**src/nabp_pkg.sv**
```systemverilog
package nabp_pkg;

    // image addresser FSM
    // ready waits for a kick, delay covers the chain fill,
    // then each partition is scanned along x and then along y
    typedef enum logic [1:0] {
        ready_s        = 2'd0,
        delay_s        = 2'd1,
        addressing_x_s = 2'd2,
        addressing_y_s = 2'd3
    } addresser_state_e;

    // APB register offsets
    // ctrl: bit 0 starts a frame, bit 1 clears the image
    // status: bit 0 busy, bit 1 clearing
    // img_addr: pixel address for readback
    // img_data: pixel value at img_addr, one wait state
    typedef enum logic [3:0] {
        reg_ctrl     = 4'h0,
        reg_status   = 4'h4,
        reg_img_addr = 4'h8,
        reg_img_data = 4'hC
    } apb_reg_e;

endpackage
```
**src/image_port_if.sv**
```systemverilog
`timescale 1ns/10ps

// accumulate port of the image RAM
interface image_port_if #(
    parameter int ADDR_WIDTH  = 6,
    parameter int PIXEL_WIDTH = 24
);

    logic                   rd_en;
    logic [ADDR_WIDTH-1:0]  rd_addr;
    logic [PIXEL_WIDTH-1:0] rd_data;
    logic                   wr_en;
    logic [ADDR_WIDTH-1:0]  wr_addr;
    logic [PIXEL_WIDTH-1:0] wr_data;

    modport updater (
        output rd_en, rd_addr, wr_en, wr_addr, wr_data,
        input  rd_data
    );

    modport ram (
        input  rd_en, rd_addr, wr_en, wr_addr, wr_data,
        output rd_data
    );

endinterface

```
**src/nabp_image_top.sv**
```systemverilog
`timescale 1ns/10ps

module nabp_image_top #(
    parameter int IMAGE_SIZE       = 8,
    parameter int NO_OF_PARTITIONS = 2,
    parameter int VALUE_WIDTH      = 16,
    parameter int PIXEL_WIDTH      = 24
) (
    input  logic                   clk,
    input  logic                   reset_n,
    input  logic                   psel,
    input  logic                   penable,
    input  logic                   pwrite,
    input  logic [3:0]             paddr,
    input  logic [31:0]            pwdata,
    output logic [31:0]            prdata,
    output logic                   pready,
    output logic                   pslverr,
    input  logic                   stream_valid,
    input  logic [VALUE_WIDTH-1:0] stream_value,
    output logic                   stream_ready
);

    localparam int ADDR_WIDTH = $clog2(IMAGE_SIZE * IMAGE_SIZE);

    logic                   kick;
    logic                   clear;
    logic                   busy;
    logic                   busy_addr;
    logic                   clearing;
    logic                   write_pending;
    logic                   accept;
    logic                   frame_done;
    logic [ADDR_WIDTH-1:0]  pixel_addr;
    logic                   rb_en;
    logic [ADDR_WIDTH-1:0]  rb_addr;
    logic [PIXEL_WIDTH-1:0] rb_data;

    image_port_if #(
        .ADDR_WIDTH  (ADDR_WIDTH),
        .PIXEL_WIDTH (PIXEL_WIDTH)
    ) image_port ();

    // frame runs until its last pixel is written back
    assign busy = busy_addr || write_pending;

    image_addresser #(
        .IMAGE_SIZE       (IMAGE_SIZE),
        .NO_OF_PARTITIONS (NO_OF_PARTITIONS)
    ) addresser_i (
        .clk          (clk),
        .reset_n      (reset_n),
        .kick         (kick),
        .stream_valid (stream_valid),
        .stream_ready (stream_ready),
        .accept       (accept),
        .pixel_addr   (pixel_addr),
        .frame_done   (frame_done),
        .busy_addr    (busy_addr)
    );

    image_updater #(
        .IMAGE_SIZE  (IMAGE_SIZE),
        .VALUE_WIDTH (VALUE_WIDTH),
        .PIXEL_WIDTH (PIXEL_WIDTH)
    ) updater_i (
        .clk           (clk),
        .reset_n       (reset_n),
        .accept        (accept),
        .pixel_addr    (pixel_addr),
        .frame_done    (frame_done),
        .value         (stream_value),
        .clear         (clear),
        .clearing      (clearing),
        .write_pending (write_pending),
        .ram           (image_port.updater)
    );

    image_ram #(
        .IMAGE_SIZE  (IMAGE_SIZE),
        .PIXEL_WIDTH (PIXEL_WIDTH)
    ) ram_i (
        .clk     (clk),
        .port    (image_port.ram),
        .rb_en   (rb_en),
        .rb_addr (rb_addr),
        .rb_data (rb_data)
    );

    apb_image_regs #(
        .IMAGE_SIZE  (IMAGE_SIZE),
        .PIXEL_WIDTH (PIXEL_WIDTH)
    ) regs_i (
        .clk      (clk),
        .reset_n  (reset_n),
        .psel     (psel),
        .penable  (penable),
        .pwrite   (pwrite),
        .paddr    (paddr),
        .pwdata   (pwdata),
        .prdata   (prdata),
        .pready   (pready),
        .pslverr  (pslverr),
        .kick     (kick),
        .clear    (clear),
        .busy     (busy),
        .clearing (clearing),
        .rb_en    (rb_en),
        .rb_addr  (rb_addr),
        .rb_data  (rb_data)
    );

endmodule

```
**src/apb_image_regs.sv**
```systemverilog
`timescale 1ns/10ps

module apb_image_regs #(
    parameter int  IMAGE_SIZE  = 8,
    parameter int  PIXEL_WIDTH = 24,
    localparam int ADDR_WIDTH  = $clog2(IMAGE_SIZE * IMAGE_SIZE)
) (
    input  logic                   clk,
    input  logic                   reset_n,
    input  logic                   psel,
    input  logic                   penable,
    input  logic                   pwrite,
    input  logic [3:0]             paddr,
    input  logic [31:0]            pwdata,
    output logic [31:0]            prdata,
    output logic                   pready,
    output logic                   pslverr,
    output logic                   kick,
    output logic                   clear,
    input  logic                   busy,
    input  logic                   clearing,
    output logic                   rb_en,
    output logic [ADDR_WIDTH-1:0]  rb_addr,
    input  logic [PIXEL_WIDTH-1:0] rb_data
);

    nabp_pkg::apb_reg_e    reg_sel;
    logic                  access;
    logic                  wr_access;
    logic                  rd_access;
    logic                  ctrl_wr;
    logic                  data_rd;
    logic                  known_reg;
    logic                  data_wait;
    logic [ADDR_WIDTH-1:0] img_addr;

    assign reg_sel   = nabp_pkg::apb_reg_e'(paddr);
    assign access    = psel && penable;
    assign wr_access = access && pwrite;
    assign rd_access = access && !pwrite;
    assign ctrl_wr   = wr_access && (reg_sel == nabp_pkg::reg_ctrl);
    assign data_rd   = rd_access && (reg_sel == nabp_pkg::reg_img_data);

    // start and clear are dropped while the image is in use
    assign kick  = ctrl_wr && pwdata[0] && !pwdata[1] && !busy && !clearing;
    assign clear = ctrl_wr && pwdata[1] && !busy && !clearing;

    // first cycle of an img_data read fetches the pixel
    assign rb_en   = data_rd && !data_wait;
    assign rb_addr = img_addr;

    assign pready  = access && !(data_rd && !data_wait);
    assign pslverr = access && !known_reg;

    always_comb
    begin
        known_reg = 1'b1;
        prdata    = '0;
        case (reg_sel)
            nabp_pkg::reg_ctrl:
                prdata = '0;
            nabp_pkg::reg_status:
                prdata = {30'd0, clearing, busy};
            nabp_pkg::reg_img_addr:
                prdata = 32'(img_addr);
            nabp_pkg::reg_img_data:
                // pixels are signed sums
                prdata = 32'(signed'(rb_data));
            default:
                known_reg = 1'b0;
        endcase
        if (!rd_access || (data_rd && !data_wait))
            prdata = '0;
    end

    always_ff @(posedge clk)
    begin
        if (reset_n)
        begin
            data_wait <= 1'b0;
            img_addr  <= '0;
        end
        else
        begin
            data_wait <= data_rd && !data_wait;
            if (wr_access && reg_sel == nabp_pkg::reg_img_addr)
                img_addr <= pwdata[ADDR_WIDTH-1:0];
        end
    end

    a_one_wait_state: assert property (@(posedge clk) disable iff (reset_n)
        (psel && penable && !pready) |=> pready);

endmodule

```
**src/image_ram.sv**
```systemverilog
`timescale 1ns/10ps

module image_ram #(
    parameter int  IMAGE_SIZE  = 8,
    parameter int  PIXEL_WIDTH = 24,
    localparam int ADDR_WIDTH  = $clog2(IMAGE_SIZE * IMAGE_SIZE)
) (
    input  logic                   clk,
    image_port_if.ram              port,
    input  logic                   rb_en,
    input  logic [ADDR_WIDTH-1:0]  rb_addr,
    output logic [PIXEL_WIDTH-1:0] rb_data
);

    localparam int DEPTH = IMAGE_SIZE * IMAGE_SIZE;

    logic [PIXEL_WIDTH-1:0] mem [DEPTH];

    // accumulate port
    // a read that meets the write address returns the old contents,
    // the write lands in the same edge
    always_ff @(posedge clk)
    begin
        if (port.wr_en)
            mem[port.wr_addr] <= port.wr_data;
        if (port.rd_en)
            port.rd_data <= mem[port.rd_addr];
    end

    // readback port for software
    always_ff @(posedge clk)
    begin
        if (rb_en)
            rb_data <= mem[rb_addr];
    end

endmodule

```
**src/image_updater.sv**
```systemverilog
`timescale 1ns/10ps

module image_updater #(
    parameter int  IMAGE_SIZE  = 8,
    parameter int  VALUE_WIDTH = 16,
    parameter int  PIXEL_WIDTH = 24,
    localparam int ADDR_WIDTH  = $clog2(IMAGE_SIZE * IMAGE_SIZE)
) (
    input  logic                   clk,
    input  logic                   reset_n,
    input  logic                   accept,
    input  logic [ADDR_WIDTH-1:0]  pixel_addr,
    input  logic                   frame_done,
    input  logic [VALUE_WIDTH-1:0] value,
    input  logic                   clear,
    output logic                   clearing,
    output logic                   write_pending,
    image_port_if.updater          ram
);

    localparam int LAST_ADDR = IMAGE_SIZE * IMAGE_SIZE - 1;

    // stage 1 reads the pixel, stage 2 writes the sum
    logic                   s1_valid;
    logic                   s1_last;
    logic [ADDR_WIDTH-1:0]  s1_addr;
    logic [PIXEL_WIDTH-1:0] s1_value;
    logic                   s2_valid;
    logic                   s2_last;
    logic [ADDR_WIDTH-1:0]  s2_addr;
    logic [PIXEL_WIDTH-1:0] s2_value;
    logic [ADDR_WIDTH-1:0]  clear_addr;

    always_ff @(posedge clk)
    begin
        if (reset_n)
        begin
            s1_valid <= 1'b0;
            s1_last  <= 1'b0;
            s2_valid <= 1'b0;
            s2_last  <= 1'b0;
        end
        else
        begin
            s1_valid <= accept;
            s1_last  <= frame_done;
            s2_valid <= s1_valid;
            s2_last  <= s1_last;
        end
    end

    always_ff @(posedge clk)
    begin
        if (accept)
        begin
            s1_addr  <= pixel_addr;
            s1_value <= PIXEL_WIDTH'(signed'(value));
        end
        s2_addr  <= s1_addr;
        s2_value <= s1_value;
    end

    // held from the first beat until the last beat of the frame is written
    always_ff @(posedge clk)
    begin
        if (reset_n)
            write_pending <= 1'b0;
        else if (accept)
            write_pending <= 1'b1;
        else if (s2_valid && s2_last)
            write_pending <= 1'b0;
    end

    // zero fill, one pixel per cycle
    always_ff @(posedge clk)
    begin
        if (reset_n)
        begin
            clearing   <= 1'b0;
            clear_addr <= '0;
        end
        else if (clear)
        begin
            clearing   <= 1'b1;
            clear_addr <= '0;
        end
        else if (clearing)
        begin
            if (clear_addr == ADDR_WIDTH'(LAST_ADDR))
                clearing <= 1'b0;
            clear_addr <= clear_addr + 1'b1;
        end
    end

    assign ram.rd_en   = s1_valid;
    assign ram.rd_addr = s1_addr;
    assign ram.wr_en   = s2_valid || clearing;
    assign ram.wr_addr = clearing ? clear_addr : s2_addr;
    assign ram.wr_data = clearing ? '0 : ram.rd_data + s2_value;

    // back to back beats never hit the same pixel, so no forwarding path
    a_distinct_addr: assert property (@(posedge clk) disable iff (reset_n)
        (accept && s1_valid) |-> (pixel_addr != s1_addr));

    // the stream is stalled for the whole zero fill
    a_no_update_in_clear: assert property (@(posedge clk) disable iff (reset_n)
        clearing |-> !accept && !s2_valid);

endmodule

```
**src/image_addresser.sv**
```systemverilog
`timescale 1ns/10ps

module image_addresser #(
    parameter int  IMAGE_SIZE       = 8,
    parameter int  NO_OF_PARTITIONS = 2,
    localparam int ADDR_WIDTH       = $clog2(IMAGE_SIZE * IMAGE_SIZE)
) (
    input  logic                  clk,
    input  logic                  reset_n,
    input  logic                  kick,
    input  logic                  stream_valid,
    output logic                  stream_ready,
    output logic                  accept,
    output logic [ADDR_WIDTH-1:0] pixel_addr,
    output logic                  frame_done,
    output logic                  busy_addr
);

    localparam int PART_SIZE  = IMAGE_SIZE / NO_OF_PARTITIONS;
    localparam int SCAN_WIDTH = (IMAGE_SIZE > 1) ? $clog2(IMAGE_SIZE) : 1;
    localparam int LINE_WIDTH = (PART_SIZE > 1) ? $clog2(PART_SIZE) : 1;
    localparam int PE_WIDTH   = (NO_OF_PARTITIONS > 1) ? $clog2(NO_OF_PARTITIONS) : 1;

    nabp_pkg::addresser_state_e state;
    nabp_pkg::addresser_state_e next_state;

    // pe_pos counts the chain fill in delay, then the partition
    logic [PE_WIDTH-1:0]   pe_pos;
    logic [SCAN_WIDTH-1:0] scan_pos;
    logic [LINE_WIDTH-1:0] line_pos;
    logic [ADDR_WIDTH-1:0] base_addr;
    logic [ADDR_WIDTH-1:0] off_x;
    logic [ADDR_WIDTH-1:0] off_y;
    logic                  pe_done;
    logic                  scan_done;
    logic                  line_done;
    logic                  block_done;

    assign pe_done    = (pe_pos == PE_WIDTH'(NO_OF_PARTITIONS - 1));
    assign scan_done  = (scan_pos == SCAN_WIDTH'(IMAGE_SIZE - 1));
    assign line_done  = (line_pos == LINE_WIDTH'(PART_SIZE - 1));
    // last beat of the current x or y scan
    assign block_done = accept && scan_done && line_done;

    assign stream_ready = (state == nabp_pkg::addressing_x_s) ||
                          (state == nabp_pkg::addressing_y_s);
    assign accept       = stream_valid && stream_ready;
    assign busy_addr    = (state != nabp_pkg::ready_s);
    assign frame_done   = block_done && pe_done && (state == nabp_pkg::addressing_y_s);

    assign pixel_addr = base_addr +
                        ((state == nabp_pkg::addressing_y_s) ? off_y : off_x);

    always_ff @(posedge clk)
    begin
        if (reset_n)
            state <= nabp_pkg::ready_s;
        else
            state <= next_state;
    end

    always_comb
    begin
        next_state = state;
        case (state)
            nabp_pkg::ready_s:
                if (kick)
                    next_state = nabp_pkg::delay_s;
            nabp_pkg::delay_s:
                if (pe_done)
                    next_state = nabp_pkg::addressing_x_s;
            nabp_pkg::addressing_x_s:
                if (block_done)
                    next_state = nabp_pkg::addressing_y_s;
            nabp_pkg::addressing_y_s:
                if (block_done)
                    next_state = pe_done ? nabp_pkg::ready_s : nabp_pkg::addressing_x_s;
            default:
                next_state = nabp_pkg::ready_s;
        endcase
    end

    always_ff @(posedge clk)
    begin
        if (reset_n || state == nabp_pkg::ready_s)
        begin
            pe_pos    <= '0;
            scan_pos  <= '0;
            line_pos  <= '0;
            base_addr <= '0;
            off_x     <= '0;
            off_y     <= '0;
        end
        else if (state == nabp_pkg::delay_s)
        begin
            // restart at partition 0 once the chain is full
            pe_pos <= pe_done ? '0 : pe_pos + 1'b1;
        end
        else if (accept)
        begin
            scan_pos <= scan_done ? '0 : scan_pos + 1'b1;
            if (scan_done)
                line_pos <= line_done ? '0 : line_pos + 1'b1;

            if (block_done)
                base_addr <= '0;
            else if (state == nabp_pkg::addressing_x_s)
                base_addr <= base_addr + 1'b1;
            else if (scan_done)
                // next column of the band
                base_addr <= ADDR_WIDTH'(line_pos) + 1'b1;
            else
                base_addr <= base_addr + ADDR_WIDTH'(IMAGE_SIZE);

            // step to the next band after its y scan
            if (block_done && state == nabp_pkg::addressing_y_s)
            begin
                pe_pos <= pe_pos + 1'b1;
                off_x  <= off_x + ADDR_WIDTH'(PART_SIZE * IMAGE_SIZE);
                off_y  <= off_y + ADDR_WIDTH'(PART_SIZE);
            end
        end
    end

    a_addr_in_range: assert property (@(posedge clk) disable iff (reset_n)
        accept |-> (32'(pixel_addr) < IMAGE_SIZE * IMAGE_SIZE));

    // each band scan runs from its own row and column offsets
    a_band_offsets: assert property (@(posedge clk) disable iff (reset_n)
        stream_ready |->
            (off_x == ADDR_WIDTH'(32'(pe_pos) * PART_SIZE * IMAGE_SIZE)) &&
            (off_y == ADDR_WIDTH'(32'(pe_pos) * PART_SIZE)));

endmodule

```
**config.mk**
```make
export PLATFORM = sky130hd
export DESIGN_NAME = nabp_image_top
export DESIGN_NICKNAME = d
export VERILOG_FILES = /design/src/nabp_pkg.sv /design/src/image_port_if.sv /design/src/nabp_image_top.sv /design/src/apb_image_regs.sv /design/src/image_ram.sv /design/src/image_updater.sv /design/src/image_addresser.sv
export SDC_FILE = /design/constraint.sdc
export NUM_CORES = 2
export LEC_CHECK = 0
export BUFFER_PORTS_ARGS = -buffer_cell sky130_fd_sc_hd__buf_2
export CAP_MARGIN = 20
export CORE_MARGIN = 10
export CORE_UTILIZATION = 25
export DETAILED_ROUTE_END_ITERATION = 8
export HOLD_SLACK_MARGIN = 0.06
export PLACE_DENSITY = 0.48
export SLEW_MARGIN = 15
export SYNTH_ARGS = -nofsm -noshare
export SYNTH_HDL_FRONTEND = slang
export SYNTH_SLANG_ARGS = --single-unit
```
**constraint.sdc**
```tcl
create_clock -name clk -period 4.9 [get_ports clk]
set_clock_uncertainty 0.2 [all_clocks]
set_input_delay 0.49 -clock clk [delete_from_list [all_inputs] [get_ports clk]]
set_output_delay 0.49 -clock clk [all_outputs]
set_load 0.01 [all_outputs]
```
==> impl_metrics.ini <==
[floorplan]
initial_core_util_pct = 25.2
die_x_um = 576
rows = 203
die_h_um = 576
coreArea_sq_um = 307000
pin_count = 93
die-area_sq_um = 331000

[timing]
finalCritPeriodShare_pct = 80.2
finalSetupViolCount = 0
timing.hold.ws_ns = 0.140
setup_ws_ns = 0.970
fmax_mhz = 254
final_hold_viol_count = 0
slew_headroom_pct = 27.0
grt_setup_unrepaired = no
setup_tns_ns = 0
drv_slew = 0
post-route-min-period_ns = 3.93
tightest_slew_ns = 1.10

[pwr]
swShare_pct = 20.5
peakVddDrop_v = 0.000240
p_per_area_nw_per_um2 = 317
p_int_mw = 22.8
power_leakage_nw = 27.7
pwr-share-comb_pct = 0.5
seqPwrFrac_pct = 53.6
p_clk_share_pct = 45.9
p_switching_mw = 5.88

[cts]
clkSinkCount = 1666
cts_max_level = 4
cts_buffers = 187
postCtsResizedCells = 0
postCtsHoldBufs = 33
clk_pin_slew_ns = 0.06
cts_tree = done
cts_setup_buffers = 0
cts_buffer_depth = 3
clkLatencyLatePin_ns = 0.83
root_buffer = clkbuf_16

[setup_path]
worstPathRequired_ns = 4.21
r2r_slack_ns = 1.05
crit_type = in -> out
setup.worst_path.end_class = primary output
start_kind = input port
arrival_ns = 3.24
path_max_fanout = 14

[synth]
avgSynthCellArea_sq_um = 19.8
synth-seq-cells = 1666
synthArstFlopShare_pct = 0
synth_fp_nets = 3990
ys.flop_type = edfxtp_1
ys_warn_count = 0
netlist_instances = 3897
synth_edf_count = 1606
ys_types = 59
ys_seq_area_share_pct = 64.0
syn-cell-area_sq_um = 77200

[run_status]
status = complete, no violations

[placement]
numPortBuffers = 66
routabilityCongestion = 0.777
dp.cells = 8022
hpwl_mm = 157
pre_cts_ws_ns = 1.04

[grt]
grt_max_degree = 85
grt_pass1_vias = 43500
grtUsageTotal_pct = 14.6
grt_pass1_wl_mm = 349
grt_antenna_before_repair = 15
grt_overflow_total = 0

[finish]
multiInputGateArea_sq_um = 26800
layout-drive-gt1-share_pct = 36.2
fill_cells = 30000
layout.cells.non_filler = 8407
seq_area_sq_um = 49400
final_nets = 4241
final_cell_mix = edfxtp_1 (1606), mux4_2 (862), buf_4 (198)
mostFrequentLayoutCell = edfxtp_1
area_delta_synth_final_pct = 17.2

[route]
drt_wl_total_mm = 251
drt-pass1-iter-count = 6
drtIter0Drc = 4339
vias_per_cell = 5.07
vias = 42600
drtAntennaViolNets = 0
drc = 0
wl_per_cell_um = 29.8

[min_path]
hold_class = reg -> reg

[job]
drv_cap = 0
==> cells in the mapped netlist, types with 6 or more instances <==
library cell,count,share of area (%)
edfxtp_1,1606,62
mux4_2,862,25
nor2_1,166,0.81
a21oi_1,144,0.93
clkbuf_1,134,0.65
mux2i_1,115,1.5
nor2b_1,110,0.89
a211oi_1,97,0.94
buf_2,85,0.55
o22ai_1,79,0.64
nand2_1,63,0.31
dfxtp_1,60,1.6
buf_4,40,0.39
ha_1,33,0.53
nor3_1,29,0.19
nand3_1,26,0.17
buf_1,20,0.097
o21ai_0,20,0.13
and2_1,19,0.15
buf_6,19,0.28
inv_1,18,0.088
xnor2_1,17,0.19
nand2b_1,13,0.11
a21o_1,12,0.12
mux2_2,12,0.18
nor3b_1,12,0.12
nand4_1,11,0.089
xor2_1,9,0.10
a22oi_1,7,0.068
o211ai_1,7,0.068
o32ai_1,6,0.068
==> metal layers <==
| metal | share of wire (%) | global-route usage [%] |
|---|---|---|
| met2 | 48 | 23.7 |
| met3 | 6.3 | 2.55 |
| met4 | 3.0 | 4.51 |
| met5 | 0 | 0 |
| met1 | 43 | 20.2 |
==> power by group through the flow <==
stage	Clock (mW)	Sequential (mW)	Combinational, mW
floorplan	0	15.7	0.0719
global placement	0	15.7	0.130
detailed placement	0	15.7	0.131
CTS	13.5	15.4	0.150
global route	14.1	15.4	0.157
finish	13.2	15.4	0.147
==> through the flow <==
stage          area, sq um  power (mW)  utilization, %
5_1_grt              90500        29.6            29.5
2_1_floorplan        77200        15.8               -
4_1_cts              90400        29.0            29.5
6_report             90500        28.7            29.5
3_5_place_dp         84500        15.8            27.6
3_3_place_gp         84500        15.8            27.6
==> state kept, by name, indices dropped and copies added (netlist names), 2 cells and up <==
signal                 count
regs_i.rb_addr             6
updater_i.s2_addr          6
addresser_i.state          2
ram_i.port.rd_data        24
addresser_i.base_addr      6
addresser_i.off_y          4
updater_i.ram.rd_addr      6
updater_i.s1_value        16
addresser_i.scan_pos       3
addresser_i.line_pos       2
updater_i.s2_value        16
ram_i.rb_data             24
updater_i.clear_addr       6
ram_i.mem               1536
==> worst max-delay path: stages <==
cell and delay, ns:
dlygate4sd3_1 0.74, buf_2 0.31, nand4_1 0.25, nor2_2 0.85, buf_4 0.31, and2_1 0.13
buf_2 0.13
==> final timing paths <==
| path | from | endpoint | cells after the start |
|---|---|---|---|
| setup / recovery | paddr[3] | prdata[12] | 7 |
| hold / removal | updater_i.s1_value[6] | updater_i.s2_value[6] | 0 |
| setup reg to reg | updater_i.ram.rd_addr[1] | ram_i.port.rd_data[15] | 5 |
| hold reg to reg | updater_i.s1_value[6] | updater_i.s2_value[6] | 0 |
==> cell type report <==
type                            instances  area share, %
Inverter                               19         0.0788
Clock buffer                          231           5.43
Clock inverter                        102          0.757
Sequential cell                      1666           54.6
Tap cell                             4100           5.67
Antenna cell                           15         0.0415
Multi-Input combinational cell       1914           29.6
Timing Repair Buffer                  360           3.77
==> logic make-up (layout without fill, tap and decap cells) <==
group                    Yosys count  in the layout  synth area share, %
buffers and inverters            317            712                 2.06
AND/OR/NAND/NOR                  462            462                 2.94
flip-flops                      1666           1666                 64.0
XOR/XNOR                          26             26                0.295
AO/OA/AOI/OAI                    401            401                 3.27
multiplexers                     990            990                 26.8
adder cells (fa/ha/maj)           35             35                0.587
other                              0             15                    0
Note: power is estimated with default switching activity, not from simulation.
